### src/icache_consts.svh
`ifndef ICACHE_CONSTS_SVH
`define ICACHE_CONSTS_SVH

// default geometry is 1 KB
`define ICACHE_SETS       4   // power of two
`define ICACHE_WAYS       4   // power of two
`define ICACHE_LINE_WORDS 16  // 64-byte line

`define ICACHE_ADDR_W     32
`define ICACHE_WORD_W     32

`endif

### src/icache_pkg.sv
`include "icache_consts.svh"

package icache_pkg;

    localparam int BYTE_W     = $clog2(`ICACHE_WORD_W / 8);
    localparam int OFFSET_W   = $clog2(`ICACHE_LINE_WORDS);
    localparam int INDEX_W    = $clog2(`ICACHE_SETS);
    localparam int WAY_W      = $clog2(`ICACHE_WAYS);
    localparam int INDEX_LSB  = BYTE_W + OFFSET_W;  // also the line alignment
    localparam int TAG_LSB    = INDEX_LSB + INDEX_W;
    localparam int TAG_W      = `ICACHE_ADDR_W - TAG_LSB;

    typedef logic [TAG_W-1:0]    tag_t;     // 31..8 by default
    typedef logic [INDEX_W-1:0]  index_t;   // 7..6
    typedef logic [OFFSET_W-1:0] offset_t;  // 5..2
    typedef logic [WAY_W-1:0]    way_t;

endpackage

### src/icache_tag_array.sv
`timescale 1ns/1ns
`include "icache_consts.svh"

module icache_tag_array
    import icache_pkg::*;
(
    input  logic   clk,
    input  logic   rst,
    input  index_t req_index,
    input  tag_t   req_tag,
    input  logic   fill_done,
    input  way_t   wr_way,
    output logic   hit,
    output way_t   hit_way,
    output way_t   victim_way
);

    tag_t                    tags     [`ICACHE_SETS][`ICACHE_WAYS];
    logic [`ICACHE_WAYS-1:0] valid    [`ICACHE_SETS];
    way_t                    fifo_ptr [`ICACHE_SETS];  // next way to replace

    // parallel compare over the indexed set
    always_comb begin
        hit     = 1'b0;
        hit_way = '0;
        for (int w = 0; w < `ICACHE_WAYS; w++) begin
            if (valid[req_index][w] && tags[req_index][w] == req_tag) begin
                hit     = 1'b1;
                hit_way = way_t'(w);
            end
        end
    end

    assign victim_way = fifo_ptr[req_index];

    always_ff @(posedge clk) begin
        if (rst) begin
            for (int s = 0; s < `ICACHE_SETS; s++) begin
                valid[s]    <= '0;
                fifo_ptr[s] <= '0;
            end
        end else if (fill_done) begin
            valid[req_index][wr_way] <= 1'b1;
            fifo_ptr[req_index]      <= fifo_ptr[req_index] + 1'b1;  // wraps over the ways
        end
    end

    always_ff @(posedge clk) begin
        if (fill_done) begin
            tags[req_index][wr_way] <= req_tag;
        end
    end

endmodule

### config.mk
export PLATFORM = sky130hd
export DESIGN_NAME = icache_tag_array
export DESIGN_NICKNAME = d
export VERILOG_FILES = /design/src/icache_pkg.sv /design/src/icache_tag_array.sv
export VERILOG_INCLUDE_DIRS = /design/src
export SDC_FILE = /design/constraint.sdc
export NUM_CORES = 1
export LEC_CHECK = 0
export BUFFER_PORTS_ARGS = -buffer_cell sky130_fd_sc_hd__buf_4
export CORE_MARGIN = 2
export CORE_UTILIZATION = 45
export CTS_CLUSTER_DIAMETER = 80
export CTS_CLUSTER_SIZE = 25
export DETAILED_ROUTE_END_ITERATION = 7
export PLACE_DENSITY_LB_ADDON = 0.3
export RECOVER_POWER = 25
export REMOVE_ABC_BUFFERS = 1
export SLEW_MARGIN = 20
export SYNTH_ARGS = -nofsm -noshare
export SYNTH_HDL_FRONTEND = slang
export SYNTH_SLANG_ARGS = --single-unit
### constraint.sdc
create_clock -name clk -period 4.6 [get_ports clk]
set_clock_uncertainty 0.05 [all_clocks]
set_input_delay 0.69 -clock clk [delete_from_list [all_inputs] [get_ports clk]]
set_output_delay 0.69 -clock clk [all_outputs]
set_load 0.05 [all_outputs]
# Word-level counts from Yosys, hierarchy flattened
# Memories as Yosys holds them, arrays and structs flattened.
# Cells that the tools add are included.
dict set report totals {
  register_bits 0
  ram_bits 408
  in_bits 31
  output_inout_bits 5
  word_cells 45
  n_memories 3
}
dict set report op_classes {
  n_addsub 1
  order_cmp 4
  n_eq_ne 4
  mux 24
  bitwise 1
  n_reduce_logical 8
}
# name depth word_bits read_ports rd_clocked_by_memory_dff wr line
set mem_list {}
lappend mem_list {tags 4 96 1 0 1 icache_tag_array.sv:18} ;# tag_t tags [`ICACHE_SETS][`ICACHE_WAYS];
lappend mem_list {valid 4 4 1 0 4 icache_tag_array.sv:19} ;# logic [`ICACHE_WAYS-1:0] valid [`ICACHE_SETS];
lappend mem_list {fifo_ptr 4 2 1 0 4 icache_tag_array.sv:20} ;# way_t fifo_ptr [`ICACHE_SETS];
# cell count
set op_table {}
lappend op_table {{$eq A24 B24 Y1} 4}
lappend op_table {{$mux W96} 1}
lappend op_table {{$demux W24 S2} 1}
lappend op_table {{$mux W24} 1}
lappend op_table {{$mux W1} 12}
lappend op_table {{$mux W4} 3}
lappend op_table {{$mux W2} 5}
lappend op_table {{$logic_and A1 B1 Y1} 6}
lappend op_table {{$reduce_or A4 Y1} 1}
lappend op_table {{$ge A3 B3 Y1 const B} 1}
lappend op_table {{$lt A2 B3 Y1 const B} 1}
lappend op_table {{$lt A3 B1 Y1 const B} 1}
lappend op_table {{$not A2 Y3} 1}
lappend op_table {{$add A2 B1 Y2 const B} 1}
lappend op_table {{$demux W1 S2} 1}
lappend op_table {{$ge A2 B1 Y1 const B} 1}
lappend op_table {{$reduce_or A2 Y1} 1}

# Logic depth before layout (Yosys ltp)
dict set report logic_depth {
  depth_word 7
  mapped_depth 11
  depth_no_buf 7
}

# Worst setup path before layout
# OpenSTA, ideal clock, no wires.
dict set report synth_path {
  path_kind {input -> output}
  start {input req_index[1]}
  end {output hit}
  arrival_time_ps 3508
  t_required_ps 3860
  slack_ps 352
  path_stages 9
  path_buffers 3
  path_cell_list {buf_2 buf_2 buf_4 a21oi_1 a2111oi_0 a31oi_1 or4_1 o21ai_1 nand3b_1}
}
dict set report synth_via {
  elab_chain_cells 7
  elab_cells_between_ends 14
}
# element line
set synth_rtl {}
lappend synth_rtl {{from (decl)} icache_tag_array.sv:9} ;# input index_t req_index,
lappend synth_rtl {{$mem_v2 Z4 W96} -}
lappend synth_rtl {{$eq A24 B24 Y1} icache_tag_array.sv:27} ;# if (valid[req_index][w] && tags[req_index][w] == req_tag) begin
lappend synth_rtl {{$logic_and A1 B1 Y1} icache_tag_array.sv:27}
lappend synth_rtl {{$mux W1 (3 in series)} icache_tag_array.sv:27}
lappend synth_rtl {{$mux W1 (*)} icache_tag_array.sv:27}
lappend synth_rtl {{to (decl)} icache_tag_array.sv:13} ;# output logic hit,
# Mark *: on every way between the ends. The rest lies on a longest branch, timed or not.

# Final worst setup path
dict set report layout_path {
  start {input req_index[0]}
  end {output hit}
}
# The elaborated chain is that of the path after synthesis.

==> flow_metrics.py <==
metrics = {
    "pwr": {
        "powerDensity_nw_per_um2": 369,
        "ir_worst_vdd_uv": 354,
        "p_leak_uw": 0.00588,
    },
    "synthesis": {
        "yosys_warnings": 0,
        "synth-xor-area-share_pct": 4.93,
        "synth_seq_area_share_pct": 73.3,
        "synth-edff-count": 408,
        "synthAdderAreaFrac_pct": 0,
        "ys_types": 47,
        "synthMuxAreaShare_pct": 12.7,
        "yosys.area_share.simple_pct": 3.36,
        "synth_seq_cells": 408,
        "yosys_most_used_dff": "edfxtp_1",
        "syn_avg_cell_area_um2": 18.3,
        "synth_compound_area_share_pct": 3.56,
        "synthesis.area_um2": 16700,
        "synth_cells": 915,
        "synth_top_family_by_area": "multiplexers",
        "synth-async-reset-ratio_pct": 0,
    },
    "clock_network": {
        "htreeDepth": 1,
        "tritoncts.num_buffers": 21,
        "post_cts_buffers": 0,
        "cts_max_path_buffers": 3,
        "clockRootBuffer": "clkbuf_16",
        "cts_num_sinks": 408,
        "cts_tree": "built",
        "clkTransAtPathRegs_ps": 90,
        "worst_skew_pair.late_latency_ps": 530,
    },
    "floorplanning": {
        "die_h_um": 197,
        "start_util_pct": 45.6,
        "die_area_um2": 38700,
        "dieWidth_um": 197,
        "rows": 70,
        "num_io_pins": 36,
        "core_um2": 36600,
    },
    "detailed_routing": {
        "viasPerCell": 5.84,
        "top_layer": "met4",
        "wl_met3_um": 2440,
        "wl_met1_um": 16000,
        "vias": 8422,
        "wl_met2_um": 17700,
        "ant_nets": 0,
        "first_pass_iters": 5,
        "drtIter0Drc": 885,
        "wirelength_um": 37100,
        "wire_per_inst_um": 25.7,
        "drc": 0,
    },
    "grt": {
        "antenna_found_initial": 0,
        "grt_overflow_total": 0,
        "groute.usage.overall_pct": 19.3,
        "grt_pass1_wl_um": 54400,
        "grt_max_degree": 51,
        "grt_pass1_vias": 8248,
    },
    "place": {
        "dpl_cell_area_um2": 17700,
        "place_congestion": 0.845,
        "io_buffers": 35,
        "dp_hpwl_um": 23100,
    },
    "timing": {
        "finalHoldViolCount": 0,
        "worst_pin_slew_ps": 1250,
        "slew_headroom_pct": 16.9,
        "slew_violations": 0,
        "period_share_pct": 96.8,
        "worst_hold_slack_ps": 496,
        "max_freq_ghz": 0.224,
        "timing.setup.tns_ps": 0,
        "min_period_ps": 4450,
        "setup_violations": 0,
        "rsz0062_at_grt": "false",
    },
    "setup_path": {
        "crit_fanout": 28,
        "reg2reg_to": "fifo_ptr[2][1]",
        "timing.rr.start": "fifo_ptr[2][0]",
        "cp_cell_sequence": "buf_8, buf_4, mux4_2, xor2_1, nor4_1, nand2_1, a2111o_1, o21ai_1, nand3b_1, buf_4",
        "critPathMaxStageDelay_ps": 540,
        "r2r_setup_slack_ps": 2990,
        "reg2reg_depth": 4,
        "crit_path_top_delay_cell": "mux4_2",
        "end_kind": "output port",
        "critPathArrivalTime_ps": 3710,
        "critPathMostFrequentCell": "buf_4",
        "cp.required_ps": 3860,
        "crit_path_start_kind": "input port",
        "worstSetupPathType": "input port to output port",
    },
    "finish": {
        "fill_cells": 3017,
        "syn_to_final_growth_pct": 9.54,
        "regArea_um2": 12300,
        "multi_input_area_um2": 4160,
        "final_cell_mix": "edfxtp_1, mux2i_1, buf_4, mux4_2, xnor2_1",
        "final_layout_size_suffix_gt1_share_pct": 18.5,
        "antennaDiodeCount": 0,
        "fin_area_um2": 18300,
        "final_common_cell": "edfxtp_1",
        "fin_nets": 999,
    },
    "worst_hold_path": {
        "hp-class": "input port to flop",
        "worstHoldEndpoint": "tags[1][45]",
        "hp-start": "req_tag[21]",
        "whs_path_depth": 1,
    },
    "outcome": {
        "status": "completed",
    },
    "flow_run": {
        "maxCapViolations": 0,
    },
}
per-stage QoR:
step / power [µW] / utilization (%) / cells / worst slack (ps)
after detailed placement: 4830 / 48.4 / 1413 / 71.8
final: 6750 / 50.0 / 1442 / 146
after CTS: 6810 / 50.1 / 1442 / 76.5
after floorplan: 4540 / - / 861 / 649
after global placement: 4820 / 48.4 / 1413 / -2.82
after global routing: 6960 / 50.0 / 1442 / 4.30
worst max-delay path by stage:
stage | from | cells past startpoint | slack (ps) | endpoint
floorplan | req_index[0] | 6 | 650 | hit
detailed placement | req_index[0] | 10 | 70 | hit
CTS | req_index[0] | 10 | 80 | hit
global route | req_index[0] | 11 | 4 | hit
global placement | req_index[0] | 10 | -3 | hit
finish | req_index[0] | 10 | 150 | hit
timing repair:
action / 4_1_cts / 5_1_grt
hold buffers: 0 / 0
resized for setup: 0 / 6
endpoints found under the setup margin: 0 / 1
critical path, delay by kind of cell:
| kind | cells | cell delay, ps |
|---|---|---|
| and+or+nand+nor | 3 | 860 |
| buffers and inverters | 3 | 830 |
| muxes | 1 | 540 |
| xor gates and xnor gates | 1 | 150 |
| AOI/OAI and AO/OA | 2 | 600 |
state kept, by name, summed over array words and instances, names as in the netlist:
name      cells
fifo_ptr      8
valid        16
tags        384
synthesized netlist by cell type, types with 2 or more instances:
master | n | share of area [%]
a211oi_1 | 5 | 0.22
a21oi_1 | 9 | 0.27
buf_2 | 11 | 0.33
o221ai_1 | 3 | 0.16
xor2_1 | 42 | 2.2
nand2_1 | 15 | 0.34
o2bb2ai_1 | 3 | 0.16
clkbuf_1 | 24 | 0.54
nand4_1 | 10 | 0.37
nor2b_1 | 3 | 0.11
a31oi_1 | 8 | 0.30
mux4_2 | 61 | 8.2
mux2i_1 | 73 | 4.4
nor2_1 | 60 | 1.3
a22o_1 | 2 | 0.10
or4_1 | 3 | 0.13
nor4_1 | 10 | 0.37
a2111oi_0 | 6 | 0.31
a221oi_1 | 2 | 0.10
o21ai_1 | 2 | 0.060
nand2b_1 | 2 | 0.075
xnor2_1 | 52 | 2.7
o21ai_0 | 24 | 0.72
buf_6 | 4 | 0.27
a31o_2 | 2 | 0.10
inv_1 | 16 | 0.36
a22oi_1 | 5 | 0.22
buf_1 | 5 | 0.11
buf_4 | 9 | 0.40
edfxtp_1 | 408 | 73
nand3_1 | 9 | 0.27
o211ai_1 | 7 | 0.31
o22ai_1 | 3 | 0.11
nand3b_1 | 3 | 0.13
o2111ai_1 | 2 | 0.10
layout make-up:
type / count / area share (%)
tap: 468 / 3.20
multi-input combinational: 436 / 22.7
clock inverter: 8 / 0.444
inverter: 17 / 0.349
timing repair buffer: 84 / 3.45
sequential: 408 / 66.9
clock buffer: 21 / 2.87
metal layers:
layer | vias up | GRT usage, %
met5 | - | 0
met3 | 47 | 2.69
met1 | 4382 | 27.9
met4 | 0 | 4.76
li1 | 3695 | -
met2 | 298 | 31.2
kinds of logic after synthesis:
logic type / Yosys count
DFF: 408
buffers and inverters: 71
AOI/OAI and AO/OA: 88
xor gates and xnor gates: 94
muxes: 135
and+or+nand+nor: 119
power by group:
part / internal, µW / switching (µW) / leakage (µW)
sequential: 4180 / 20.9 / 0.00369
combinational: 202 / 336 / 0.00189
clock: 901 / 1120 / 0.000296
Power figures use the tool's default switching activity.
