==> config.mk <==
export PLATFORM = sky130hd
export DESIGN_NAME = icache_ctrl
export DESIGN_NICKNAME = d
export VERILOG_FILES = /design/src/icache_pkg.sv /design/src/icache_bus_pkg.sv /design/src/icache_ctrl.sv
export VERILOG_INCLUDE_DIRS = /design/src
export SDC_FILE = /design/constraint.sdc
export NUM_CORES = 1
export LEC_CHECK = 0
export BUFFER_PORTS_ARGS = -buffer_cell sky130_fd_sc_hd__buf_2
export CELL_PAD_IN_SITES_DETAIL_PLACEMENT = 0
export CELL_PAD_IN_SITES_GLOBAL_PLACEMENT = 1
export CORE_MARGIN = 1.5
export CORE_UTILIZATION = 39
export CTS_CLUSTER_DIAMETER = 40
export DETAILED_ROUTE_END_ITERATION = 8
export HOLD_SLACK_MARGIN = 0.1
export PLACE_DENSITY = 0.87
export SLEW_MARGIN = 20
export SYNTH_ARGS = -nofsm -noshare
export SYNTH_HDL_FRONTEND = slang
export SYNTH_SLANG_ARGS = --single-unit
==> constraint.sdc <==
create_clock -name clk -period 13.31 [get_ports clk]
set_clock_uncertainty 0.1 [all_clocks]
set_input_delay 0 -clock clk [delete_from_list [all_inputs] [get_ports clk]]
set_output_delay 0 -clock clk [all_outputs]
set_load 0.03 [all_outputs]
==> src/icache_consts.svh <==
`ifndef ICACHE_CONSTS_SVH
`define ICACHE_CONSTS_SVH

// default geometry is 1 KB
`define ICACHE_SETS       4   // power of two
`define ICACHE_WAYS       4   // power of two
`define ICACHE_LINE_WORDS 16  // 64-byte line

`define ICACHE_ADDR_W     32
`define ICACHE_WORD_W     32

`endif

==> src/icache_pkg.sv <==
`include "icache_consts.svh"

package icache_pkg;

    localparam int BYTE_W     = $clog2(`ICACHE_WORD_W / 8);
    localparam int OFFSET_W   = $clog2(`ICACHE_LINE_WORDS);
    localparam int INDEX_W    = $clog2(`ICACHE_SETS);
    localparam int WAY_W      = $clog2(`ICACHE_WAYS);
    localparam int INDEX_LSB  = BYTE_W + OFFSET_W;  // also the line alignment
    localparam int TAG_LSB    = INDEX_LSB + INDEX_W;
    localparam int TAG_W      = `ICACHE_ADDR_W - TAG_LSB;

    typedef logic [TAG_W-1:0]    tag_t;     // 31..8 by default
    typedef logic [INDEX_W-1:0]  index_t;   // 7..6
    typedef logic [OFFSET_W-1:0] offset_t;  // 5..2
    typedef logic [WAY_W-1:0]    way_t;

endpackage

==> src/icache_bus_pkg.sv <==
`include "icache_consts.svh"

package icache_bus_pkg;

    typedef logic [`ICACHE_ADDR_W-1:0] addr_t;
    typedef logic [`ICACHE_WORD_W-1:0] word_t;

    typedef enum logic [2:0] {
        st_idle,
        st_lookup,
        st_refill_addr,
        st_refill_data,
        st_uncached_addr,
        st_uncached_data,
        st_respond        // s_rvalid high in this state
    } ctrl_state_t;

endpackage

==> src/icache_ctrl.sv <==
`timescale 1ns/1ns

module icache_ctrl
    import icache_pkg::*;
    import icache_bus_pkg::*;
(
    input  logic    clk,
    input  logic    rst,
    input  logic    cache_ena,
    input  logic    s_arvalid,
    input  addr_t   s_araddr,
    input  logic    m_arready,
    input  logic    m_rvalid,
    input  logic    m_rlast,
    input  word_t   m_rdata,
    input  logic    hit,
    input  way_t    hit_way,
    input  way_t    victim_way,
    input  word_t   rd_word,
    output logic    s_rvalid,
    output word_t   s_rdata,
    output logic    m_arvalid,
    output addr_t   m_araddr,
    output index_t  req_index,
    output tag_t    req_tag,
    output offset_t req_offset,
    output logic    fill_done,
    output logic    wr_en,
    output way_t    wr_way,
    output offset_t wr_offset
);

    ctrl_state_t state;
    addr_t       addr_r;
    logic        ena_r;
    way_t        fill_way;   // victim captured at the miss
    offset_t     beat_cnt;
    logic        refill_beat;

    assign req_offset = addr_r[INDEX_LSB-1:BYTE_W];
    assign req_index  = addr_r[TAG_LSB-1:INDEX_LSB];
    assign req_tag    = addr_r[$bits(addr_t)-1:TAG_LSB];

    assign refill_beat = (state == st_refill_data) && m_rvalid;
    assign wr_en       = refill_beat;
    assign wr_offset   = beat_cnt;
    assign fill_done   = refill_beat && m_rlast;  // tag written on the last beat

    // read way, and the write way during a refill
    assign wr_way = (state == st_lookup) ? hit_way : fill_way;

    always_ff @(posedge clk) begin
        if (rst) begin
            state     <= st_idle;
            s_rvalid  <= 1'b0;
            m_arvalid <= 1'b0;
            beat_cnt  <= '0;
        end else begin
            case (state)
                st_idle: begin
                    if (s_arvalid) state <= st_lookup;
                end
                st_lookup: begin
                    if (!ena_r) begin
                        m_arvalid <= 1'b1;
                        state     <= st_uncached_addr;
                    end else if (hit) begin
                        s_rvalid <= 1'b1;
                        state    <= st_respond;
                    end else begin
                        m_arvalid <= 1'b1;
                        beat_cnt  <= '0;
                        state     <= st_refill_addr;
                    end
                end
                st_refill_addr: begin
                    if (m_arready) begin
                        m_arvalid <= 1'b0;
                        state     <= st_refill_data;
                    end
                end
                st_refill_data: begin
                    if (m_rvalid) begin
                        beat_cnt <= beat_cnt + 1'b1;
                        if (m_rlast) state <= st_lookup;  // re-read, now a hit
                    end
                end
                st_uncached_addr: begin
                    if (m_arready) begin
                        m_arvalid <= 1'b0;
                        state     <= st_uncached_data;
                    end
                end
                st_uncached_data: begin
                    if (m_rvalid) begin
                        s_rvalid <= 1'b1;
                        state    <= st_respond;
                    end
                end
                st_respond: begin
                    s_rvalid <= 1'b0;
                    state    <= st_idle;
                end
                default: state <= st_idle;
            endcase
        end
    end

    always_ff @(posedge clk) begin
        if (state == st_idle && s_arvalid) begin
            addr_r <= s_araddr;
            ena_r  <= cache_ena;
        end
        if (state == st_lookup) begin
            if (!ena_r) begin
                m_araddr <= addr_r;  // exact word
            end else if (hit) begin
                s_rdata <= rd_word;
            end else begin
                m_araddr <= {addr_r[$bits(addr_t)-1:INDEX_LSB], {INDEX_LSB{1'b0}}};
                fill_way <= victim_way;
            end
        end
        if (state == st_uncached_data && m_rvalid) begin
            s_rdata <= m_rdata;
        end
    end

endmodule

; Word-level counts from Yosys, hierarchy flattened
; Index checks and enable logic that the tools add are counted.
[totals]
ff_bits = 108
out_inout_bits = 104
word_cells = 76
inputBits = 108
[classes]
eq_ne = 18
n_mux = 28
bitwise = 1
n_reduce_logical = 19
n_addsub = 1
[op_table]
columns = operator, count
row1 = $mux W32, 6
row2 = $mux W3, 8
row3 = $ne A2 B2 Y1 const B, 10
row4 = $pmux W3 S6, 1
row5 = $mux W4, 3
row6 = $reduce_bool A2 Y1, 5
row7 = $eq A3 B3 Y1 const B, 3
row8 = $reduce_and A3 Y1, 3
row9 = $pmux W4 S2, 1
row10 = $reduce_and A4 Y1, 2
row11 = $eq A3 B2 Y1 const B, 2
row12 = $mux W1, 6
row13 = $reduce_and A6 Y1, 1
row14 = $add A4 B1 Y4 const B, 1
row15 = $logic_and A1 B1 Y1, 4
row16 = $eq A3 B1 Y1 const B, 1
row17 = $logic_not A3 Y1, 1
row18 = $ne A3 B3 Y1 const B, 1
row19 = $pmux W1 S3, 1
row20 = $reduce_bool A3 Y1, 1
row21 = $mux W2, 1
row22 = $ne A2 B1 Y1 const B, 1
row23 = $pmux W1 S2, 1
row24 = $reduce_and A2 Y1, 1
row25 = 2 further kinds, 2

; Longest topological paths before layout
; Gate-level depths: netlist (run 1).
[logic_depth]
ltp_word = 4
depth_mapped = 5
ltp_nobuf = 4

; Least setup slack after synthesis (run 1)
; No wires, ideal clock.
[synth_path]
kind = reg-to-reg
start = register state[2]
end = register addr_r[0] (enable)
setup_ps = 518
arrival_ps = 3983
stages_incl_launch_ff = 3
setup_slack_ps = 8709
n_path_buf = 1
cell_sequence = dfxtp_1 > buf_2 > nor4b_1
[synth_via]
elab_chain_cells = 2
[synth_lines]
columns = item, line_no
row1 = start: declaration, icache_ctrl.sv:33  ; ctrl_state_t state;
row2 = start signal: assignment, icache_ctrl.sv:54  ; state <= st_idle;
row3 = start signal: assignment, icache_ctrl.sv:61  ; if (s_arvalid) state <= st_lookup;
row4 = start signal: assignment, icache_ctrl.sv:66  ; state <= st_uncached_addr;
row5 = $logic_not A3 Y1, icache_ctrl.sv:110  ; if (state == st_idle && s_arvalid) begin
row6 = $logic_and A1 B1 Y1, icache_ctrl.sv:110
row7 = end signal: assignment, icache_ctrl.sv:111  ; addr_r <= s_araddr;
row8 = end: declaration, icache_ctrl.sv:34  ; addr_t addr_r;
; Every way passes these cells.
; A chain may end at the register's enable or synchronous reset.

; Worst setup path in the final report (run 1)
[layout_path]
start = register state[1]
end = register s_rdata[0] (data pin)
[layout_via]
elab_chain_cells = 3
[layout_lines]
columns = item, line_no
row1 = $eq A3 B3 Y1, icache_ctrl.sv:124  ; if (state == st_uncached_data && m_rvalid) begin
row2 = $logic_and A1 B1 Y1, icache_ctrl.sv:124
row3 = $mux W32, icache_ctrl.sv:124
row4 = end signal: assignment, icache_ctrl.sv:118  ; s_rdata <= rd_word;
row5 = end signal: assignment, icache_ctrl.sv:125  ; s_rdata <= m_rdata;
row6 = end: declaration, icache_ctrl.sv:21  ; output word_t s_rdata,
; Every way passes these cells.

==> results of run 1 <==
routing by layer:
metal / up-vias / track usage [%] / wire [um]
li1: 1461 / - / -
met1: 1485 / 18.9 / 3920
met2: 162 / 31.5 / 5330
met3: 10 / 7.23 / 1130
met4: 0 / 7.05 / 161
met5: - / 0 / 0
worst max-delay path: stages, from the launching register on:
cell	delay (ns)
dfxtp_1	0.57
nand2b_4	0.24
or2_2	0.83
mux2_1	0.39
dlygate4sd3_1	0.55
metrics by stage:
stage | cells | setup slack (ns) | power [W] | hold slack [ns] | utilization, %
floorplan | 245 | 8.71 | 0.000755 | -0.00113 | -
global placement | 558 | 10.98 | 0.000820 | 0.0780 | 48.9
detailed placement | 558 | 10.90 | 0.000829 | 0.0783 | 48.9
CTS | 681 | 10.33 | 0.00104 | 0.187 | 60.3
global route | 682 | 10.19 | 0.00108 | 0.193 | 60.6
finish | 682 | 10.37 | 0.00103 | 0.231 | 60.6
state kept, by name (all words and copies together), names as in the netlist:
name,cells
s_rdata,32
s_rvalid,1
addr_r,32
ena_r,1
state,3
m_arvalid,1
wr_offset,4
m_araddr,32
fill_way,2
cell families (layout without fill, tap and decap cells):
family / after synthesis / after routing / synth area share (%)
muxes: 38 / 38 / 12.3
adders and majority gates: 1 / 1 / 0.286
buffers and inverters: 40 / 337 / 7.40
xor gates and xnor gates: 2 / 2 / 0.400
and+or+nand+nor: 42 / 42 / 5.45
DFF: 108 / 108 / 72.0
AOI/OAI and AO/OA: 14 / 14 / 2.26
Yosys cell counts:
cell and count:
edfxtp_1 99, buf_4 30, mux2_4 30, nor2_1 11, dfxtp_1 9, nor2b_1 7, nand2b_1 6, nand2_1 5
buf_2 4, mux2_1 4, buf_12 3, mux2i_1 3, a21oi_1 2, and2_1 2, nor3_1 2, nor3b_1 2
o211ai_1 2, xor2_1 2, a21oi_2 1, a22oi_1 1, a311oi_1 1, a31oi_1 1, and3_1 1, buf_6 1
clkbuf_1 1, ha_1 1, inv_1 1, mux2_2 1, nand2b_4 1, nand3b_1 1, nor4b_1 1, o21ai_0 1
o21ai_1 1, o21ai_2 1, o21bai_1 1, o22ai_1 1, o32a_1 1, or2_1 1, or2_2 1, or3b_4 1
where the power goes:
group          leakage (nW)  total (W)  switching, W  internal, W
combinational          1.76   0.000347      0.000227     0.000120
clock                0.0849   0.000181      0.000111    0.0000695
sequential            0.992   0.000504     0.0000362     0.000468
timing repair:
item                                   in CTS  in global routing
hold buffers                              107                  0
gates resized for setup                     0                  0
setup endpoints to repair                   0                  0
endpoints found under the hold margin      78                  0
cell usage in the layout, fill, tap and decap left out, types with 2 or more instances in the layout:
cell           Yosys  routed
nor3b_1            2       2
buf_2              4     211
clkbuf_8           0       9
o211ai_1           2       2
nand2_1            5       5
nor2b_1            7       7
edfxtp_1          99      99
clkinv_4           0       2
nor3_1             2       2
a21oi_4            0       2
xor2_1             2       2
mux2i_1            3       3
mux2_1             4       4
inv_6              0       2
nor2_1            11      11
nand2b_1           6       6
and2_1             2       2
dfxtp_1            9       9
dlygate4sd3_1      0     107
mux2_4            30      30
or2_2              1       2
worst max path at each step:
stage,slack [ns],start,cells after the start,end
after floorplan,8.71,state[2],2,addr_r[0]
after global placement,10.98,state[0],2,m_araddr[18]
after detailed placement,10.90,state[1],3,s_rdata[0]
after CTS,10.33,state[1],4,s_rdata[0]
after global routing,10.19,state[1],4,s_rdata[0]
final,10.37,state[1],4,s_rdata[0]
area by class of cell:
| type | count | area [um2] |
|---|---|---|
| fill | 809 | 4290 |
| clock buffer | 10 | 128 |
| multi-input combinational | 97 | 930 |
| tap | 140 | 175 |
| inverter | 1 | 3.75 |
| clock inverter | 6 | 46.3 |
| sequential | 108 | 3150 |
| timing repair buffer | 320 | 2160 |
==> summary.md, run 1 <==
| Metric | Value |
|---|---|
| Tcrit/Tclk final | 22.1% |
| IO Pins | 212 |
| Ys Warns | 0 |
| Vias in the first global route | 3151 |
| Avg WL per Cell | 15.5 um |
| Core area | 10900 um2 |
| GRT overflow | 0 |
| FMAX | 0.340 GHz |
| Port Buffer Count | 211 |
| CTS Sinks | 108 |
| Largest net degree at the start of global routing | 34 |
| Worst Tran Pin Value | 1.09 ns |
| Worst skew pair latency | 0.38 ns |
| Routed WL | 10500 um |
| Number of cell rows | 38 |
| Worst vdd ir | 0.113 mV |
| Design Area, Final | 6600 um2 |
| Final setup viols | 0 |
| FF+latch count, synth | 108 |
| TNS Setup | 0 ns |
| Seq/Total Area, Yosys | 72.0% |
| Final Net Count | 646 |
| H-tree depth | 3 |
| DR DRC count | 0 |
| Hold Crit Endpoint | addr_r[7] |
| Mapped Cells | 245 |
| Hold depth | 2 |
| Root buffer cell | clkbuf_8 |
| Worst slew margin | 27.5% |
| Total global routing track utilization | 17.8% |
| Area growth syn-to-layout | 50.6% |
| Pwr Density | 156 nW/um2 |
| Initial Util | 40.2% |
| Reg2Reg Depth | 4 |
| Vert. Die Dim | 109 um |
| CP Class | reg -> reg |
| Via density | 4.57 |
| CP startpoint kind | flip-flop |
| Outcome | finished clean |
| RSZ-0062 raised after global routing | no |
| Initial DRC Count | 167 |
| Clock transition at path regs | 0.10 ns |
| Cell taking the most area after synthesis | edfxtp_1 |
| Area after DPL | 5330 um2 |
| CTS tree | yes |
| DP Wirelength | 6830 um |
| Placer Congestion | 0.754 |
| Postcts setup bufs | 0 |
| Hold Vio Cnt, Final | 0 |
| Crit path arrival time | 2.98 ns |
| Die area | 11900 um2 |
| Worst EP required | 13.34 ns |
| Pleak | 2.84 nW |
| Layout cells sized above 1 | 49.1% |
| Syn avg cell area | 17.9 um2 |
| Antenna Nets Post-Route | 0 |
| 1st-pass router iterations | 4 |
| Die width | 109 um |
| Max Transition Viols Final | 0 |
| Share of Yosys cell area claimed by the top area cell type | 67.8% |
| Via Count | 3118 |
| Synthesized area | 4380 um2 |
| CTS Buffer Depth | 2 |
| Initial antenna violation count | 0 |
| First-pass GRT wire length | 15500 um |
| Hold path start | s_araddr[7] |
| Reg-to-Reg Start | state[1] |
| Yosys cell types | 40 |
| Worst Hold Class | in -> reg |
| Reg-to-reg endpoint | s_rdata[0] |
| Synth Net Count | 354 |
| CP endpoint kind | flip-flop |
| Fin crit period | 2.95 ns |
| Worst-path fanout max | 32 |
| CTS buffer count | 9 |
| ANT cells | 0 |
| Synth area leaders | edfxtp_1 (68%), mux2_4 (10%), buf_4 (5.1%) |
| R2R Setup Slk | 10.37 ns |
| Maxcap violations | 0 |
No activity file was read; power rests on OpenSTA's default activity.
==> inputs of run 2 (changes only) <==
- CORE_UTILIZATION: 39 -> 36
- PLACE_DENSITY: 0.87 -> 0.82
- clock period: 13.31 -> 3.1 ns (I/O delays scaled with it)
==> run 2 against run 1 <==
  * First-iteration DRC count fell by 1.8%
  * Worst hold slack got worse by 0.11 ns
  * Critical path depth rose by 1
  * Flip-flop and latch count unchanged
  * Final cell count is 1.0% higher
  * Sequential share of layout area decreased by 0.82 points
  * Power rose to 4.6 times the previous value
  * Maximum frequency is 4.0% higher
  * Die area up 8.1%
  * Largest cell class unchanged
==> summary.md, run 2 (same netlist as run 1, synthesis figures left out) <==
| Metric | Value |
|---|---|
| Outcome | finished clean (unchanged) |
| Worst vdd ir | 0.293 mV (was 0.113 mV) |
| Via Count | 3092 (was 3118) |
| Initial DRC Count | 164 (was 167) |
| Sequential cell area | 3150 um2 (unchanged) |
| Final Net Count | 646 (unchanged) |
| Antenna Nets Post-Route | 0 (unchanged) |
| Worst slew margin | 65.2% (was 27.5%) |
| R2R Setup Slk | 0.27 ns (was 10.37 ns) |
| Crit path arrival time | 2.81 ns (was 2.98 ns) |
| ANT cells | 0 (unchanged) |
| Die area | 12800 um2 (was 11900 um2) |
| DP Cell Count | 569 (was 558) |
| Area growth syn-to-layout | 53.2% (was 50.6%) |
| CP max-delay cell | dfxtp_1 (was or2_2) |
| CP peak stage delay | 0.59 ns (was 0.83 ns) |
| Number of cell rows | 40 (was 38) |
| Fillers | 919 (was 809) |
| Via density | 4.49 (was 4.57) |
| RSZ-0062 raised after global routing | no (unchanged) |
| Fin crit period | 2.83 ns (was 2.95 ns) |
| Hold Vio Cnt, Final | 0 (unchanged) |
| Initial Util | 36.6% (was 40.2%) |
| Area of the multi-input gates | 938 um2 (was 930 um2) |
| CTS tree | yes (unchanged) |
| Clock transition at path regs | 0.07 ns (was 0.10 ns) |
| Vert. Die Dim | 113 um (was 109 um) |
| Port Buffer Count | 211 (unchanged) |
| Postcts setup bufs | 0 (unchanged) |
| Root buffer cell | clkbuf_16 (was clkbuf_8) |
| TNS Setup | 0 ns (unchanged) |
| Max Transition Viols Final | 0 (unchanged) |
| Worst Hold Class | in -> reg (unchanged) |
| Most frequent cells in the layout | buf_2 (211), dlygate4sd3_1 (104), edfxtp_1 (99) (was buf_2 (211), dlygate4sd3_1 (107), edfxtp_1 (99)) |
| Worst-path fanout max | 15 (was 32) |
| 1st-pass router iterations | 5 (was 4) |
| CTS Buffer Depth | 2 (unchanged) |
| First-pass GRT wire length | 15200 um (was 15500 um) |
| Worst skew pair latency | 0.34 ns (was 0.38 ns) |
| Crit-path cells | nand2b_4 -> or2_2 -> buf_4 -> mux2_4 -> dlygate4sd3_1 (was nand2b_4 -> or2_2 -> mux2_1 -> dlygate4sd3_1) |
| Largest net degree at the start of global routing | 34 (unchanged) |
| Pwr Density | 714 nW/um2 (was 156 nW/um2) |
| Worst EP required | 3.08 ns (was 13.34 ns) |
| DP Wirelength | 6700 um (was 6830 um) |
| Finished Layout Cells | 689 (was 682) |
| Die width | 113 um (was 109 um) |
| Total global routing track utilization | 15.7% (was 17.8%) |
| Maxcap violations | 0 (unchanged) |
| Tcrit/Tclk final | 91.3% (was 22.1%) |
| Top flop regs | addr_r: 32 flops, m_araddr: 32 flops, s_rdata: 32 flops (unchanged) |
| Vias in the first global route | 3064 (was 3151) |
| Avg WL per Cell | 15.3 um (was 15.5 um) |
| Worst Tran Pin Value | 0.522 ns (was 1.09 ns) |
| CTS buffer count | 9 (unchanged) |
| GRT overflow | 0 (unchanged) |
| CP Class | reg -> reg (unchanged) |
| Final setup viols | 0 (unchanged) |
| CP endpoint kind | flip-flop (unchanged) |
| Routed WL | 10500 um (about the same) |
| H-tree depth | 3 (unchanged) |
| IO Pins | 212 (unchanged) |
| CP startpoint kind | flip-flop (unchanged) |
| Most common cell after layout, fill and taps aside | buf_2 (unchanged) |
| CTS Sinks | 108 (unchanged) |
| Placer Congestion | 0.777 (was 0.754) |
| Layout cells sized above 1 | 49.6% (was 49.1%) |
| Pleak | 2.90 nW (was 2.84 nW) |
| Core area | 12000 um2 (was 10900 um2) |
| DR DRC count | 0 (unchanged) |
| Initial antenna violation count | 0 (unchanged) |
| FMAX | 0.353 GHz (was 0.340 GHz) |
run 2: final cells by class:
class	instances	area share, %
flip-flops and latches	108	47.0
repair buffers	320	31.8
multi-input cells	97	14.0
clock buffers	9	3.36
well taps	147	2.74
clock inverters	7	1.10
inverters	1	0.0559
run 2: through the flow:
| step | setup slack, ns | power, W | util [%] | instance area (um2) | hold slack (ns) |
|---|---|---|---|---|---|
| 2_1_floorplan | 0.156 | 0.00324 | - | 4390 | -0.00113 |
| 3_3_place_gp | 0.882 | 0.00353 | 44.9 | 5370 | 0.0779 |
| 3_5_place_dp | 0.826 | 0.00356 | 44.9 | 5370 | 0.0787 |
| 4_1_cts | 0.252 | 0.00482 | 56.1 | 6710 | 0.107 |
| 5_1_grt | 0.151 | 0.00500 | 56.1 | 6710 | 0.150 |
| 6_report | 0.269 | 0.00479 | 56.1 | 6710 | 0.119 |
run 2: critical path: cells and delay by family (launching register included):
family	cells	cell delay, ns
buffers and inverters	2	0.89
DFF	1	0.59
muxes	1	0.32
and+or+nand+nor	2	0.67
run 2: where the power goes:
group          switching, W  internal [W]
Clock              0.000513      0.000631
Combinational      0.000975      0.000509
Sequential         0.000152       0.00201
Total               0.00164       0.00315
run 2: per-layer routing:
metal	up-vias	wire length, um	track usage [%]
met3	22	517	4.28
met4	0	263	6.58
met1	1491	4110	16.8
met2	116	5630	29.1
met5	-	0	0
li1	1463	-	-
run 2: repair_timing:
item                                   4_1_cts  5_1_grt
setup endpoints to repair                    0        0
resized for setup                            0        0
hold buffers                               104        0
endpoints found under the hold margin       78        0
run 2: final timing paths:
path | startpoint | end | depth (start not counted)
min reg2reg | addr_r[27] | m_araddr[27] | 0
max | state[1] | s_rdata[6] | 5
max reg2reg | state[1] | s_rdata[6] | 5
min | s_arvalid | state[0] | 5
==> inputs of run 3 (changes only) <==
- CORE_MARGIN: 1.5 -> unset
==> run 3 against run 2 <==
  * The flow now finishes with violations (design-rule violations)
  * Power down 0.59%
  * Core utilization increased by 1.3 points
  * Global-route usage rose by 0.70 points
  * Worst setup slack improved by 0.12 ns
  * Final area shrank 0.30%
  * Largest cell class unchanged
  * Combinational power hardly changed
  * Die area is 1.8% lower
  * Register-to-register slack gained 0.12 ns
  * Via count decreased by 2.5%
==> summary.md, run 3 (same netlist as run 1, synthesis figures left out) <==
| Metric | Value |
|---|---|
| Clk pwr share | 23.5% (was 23.9%) |
| Sw frac | 34.1% (was 34.2%) |
| RSZ-0062 raised after global routing | no (unchanged) |
| Die area | 12600 um2 (was 12800 um2) |
| Avg WL per Cell | 14.9 um (was 15.3 um) |
| Fillers | 940 (was 919) |
| 1st-pass router iterations | 9 (was 5) |
| H-tree depth | 3 (unchanged) |
| Max Transition Viols Final | 0 (unchanged) |
| Top flop regs | addr_r: 32 flops, m_araddr: 32 flops, s_rdata: 32 flops (unchanged) |
| Initial DRC Count | 203 (was 164) |
| Worst slew margin | 62.0% (was 65.2%) |
| Routed WL | 10200 um (was 10500 um) |
| Pleak | 2.89 nW (was 2.90 nW) |
| Port Buffer Count | 211 (unchanged) |
| Comb pwr share | 31.1% (was 31.0%) |
| Placer Congestion | 0.783 (was 0.777) |
| Final Net Count | 645 (was 646) |
| CTS buffer count | 9 (unchanged) |
| Internal | 0.00314 W (was 0.00315 W) |
| Die width | 112 um (was 113 um) |
| Crit path arrival time | 2.70 ns (was 2.81 ns) |
| Tcrit/Tclk final | 87.4% (was 91.3%) |
| CTS tree | yes (unchanged) |
| Initial Util | 37.6% (was 36.6%) |
| First-pass GRT wire length | 15700 um (was 15200 um) |
| Root buffer cell | clkbuf_16 (unchanged) |
| GRT overflow | 0 (unchanged) |
| Fin crit period | 2.71 ns (was 2.83 ns) |
| Layout cells sized above 1 | 49.4% (was 49.6%) |
| Worst skew pair latency | 0.33 ns (was 0.34 ns) |
| Most common cell after layout, fill and taps aside | buf_2 (unchanged) |
| Maxcap violations | 0 (unchanged) |
| Number of cell rows | 39 (was 40) |
| Total global routing track utilization | 16.4% (was 15.7%) |
| Pwr Density | 711 nW/um2 (was 714 nW/um2) |
| Finished Layout Cells | 684 (was 689) |
| Vias in the first global route | 3184 (was 3064) |
| DP Cell Count | 564 (was 569) |
| CP endpoint kind | flip-flop (unchanged) |
| Initial antenna violation count | 1 (was 0) |
| Worst Tran Pin Value | 0.569 ns (was 0.522 ns) |
| Hold Vio Cnt, Final | 0 (unchanged) |
| Finished Core Util | 57.4% (was 56.1%) |
| Outcome | finished with violations (was finished clean) |
| Area growth syn-to-layout | 52.7% (was 53.2%) |
| IO Pins | 212 (unchanged) |
| Largest net degree at the start of global routing | 34 (unchanged) |
| Via Count | 3016 (was 3092) |
| Via density | 4.41 (was 4.49) |
| CP Class | reg -> reg (unchanged) |
| FMAX | 0.369 GHz (was 0.353 GHz) |
| Worst vdd ir | 0.392 mV (was 0.293 mV) |
| Vert. Die Dim | 112 um (was 113 um) |
| Clock transition at path regs | 0.07 ns (about the same) |
| Net Sw Power | 0.00162 W (was 0.00164 W) |
| CTS Buffer Depth | 2 (unchanged) |
| R2R Setup Slk | 0.39 ns (was 0.27 ns) |
| Post-cts gate resize count | 0 (unchanged) |
| Failing checks | design-rule violations |
| Worst Hold Class | in -> reg (unchanged) |
| Core area | 11700 um2 (was 12000 um2) |
| Worst EP required | 3.09 ns (was 3.08 ns) |
| Worst-path fanout max | 32 (was 15) |
| Seq pwr share | 45.4% (was 45.1%) |
| Final hold slack | 0.141 ns (was 0.119 ns) |
| CTS Sinks | 108 (unchanged) |
| TNS Setup | 0 ns (unchanged) |
| Most frequent cells in the layout | buf_2 (211), dlygate4sd3_1 (104), edfxtp_1 (99) (unchanged) |
| DP Wirelength | 6740 um (was 6700 um) |
| Final setup viols | 0 (unchanged) |
| CP startpoint kind | flip-flop (unchanged) |
| DR DRC count | 14 (was 0) |
| Antenna Nets Post-Route | 0 (unchanged) |
-- run 3: timing repair --
action / in CTS / in global routing
setup endpoints to repair: 0 / 0
buffers inserted: 0 / 0
hold endpoints to repair: 78 / 0
hold buffers: 104 / 0
-- run 3: cell type report --
cell class,instances,area [um2],area share (%)
antenna,1,2.50,0.0374
clock buffer,9,225,3.37
clock inverter,6,63.8,0.953
sequential,108,3150,47.1
tap,143,179,2.67
inverter,1,3.75,0.0561
timing repair buffer,319,2130,31.8
multi-input combinational,97,938,14.0
-- run 3: final timing paths --
path         startpoint      endpoint  cells past startpoint
max            state[1]    s_rdata[1]                      5
min            m_rvalid  wr_offset[1]                      5
max reg2reg    state[1]    s_rdata[1]                      5
min reg2reg  addr_r[27]  m_araddr[27]                      0
-- run 3: per-layer routing --
| metal | global-route usage, % | up-vias | part of all wire, % | routed length, um |
|---|---|---|---|---|
| met4 | 7.38 | 0 | 2.3 | 232 |
| met3 | 3.46 | 20 | 5.7 | 586 |
| met1 | 17.8 | 1408 | 38 | 3900 |
| met5 | 0 | - | 0 | 0 |
| li1 | - | 1460 | - | - |
| met2 | 30.6 | 128 | 54 | 5500 |
-- run 3: critical path: stages, from the launching register on --
cell           delay, ns
dfxtp_1             0.60
nand2b_4            0.25
or2_2               0.12
buf_4               0.46
mux2_4              0.35
dlygate4sd3_1       0.56
-- run 3: per-stage QoR --
stage          cell area (um2)  setup slack (ns)  total power (W)
3_5_place_dp              5360             0.932          0.00357
5_1_grt                   6690             0.254          0.00498
6_report                  6690             0.392          0.00476
3_3_place_gp              5360             0.997          0.00353
2_1_floorplan             4390             0.156          0.00324
4_1_cts                   6690             0.387          0.00481
-- run 3: power by group through the flow --
stage	sequential (W)	combinational, W	clock, W
final	0.00216	0.00148	0.00112
after global routing	0.00220	0.00157	0.00120
after CTS	0.00216	0.00149	0.00115
after detailed placement	0.00220	0.00137	0
after global placement	0.00218	0.00135	0
after floorplan	0.00248	0.000756	0
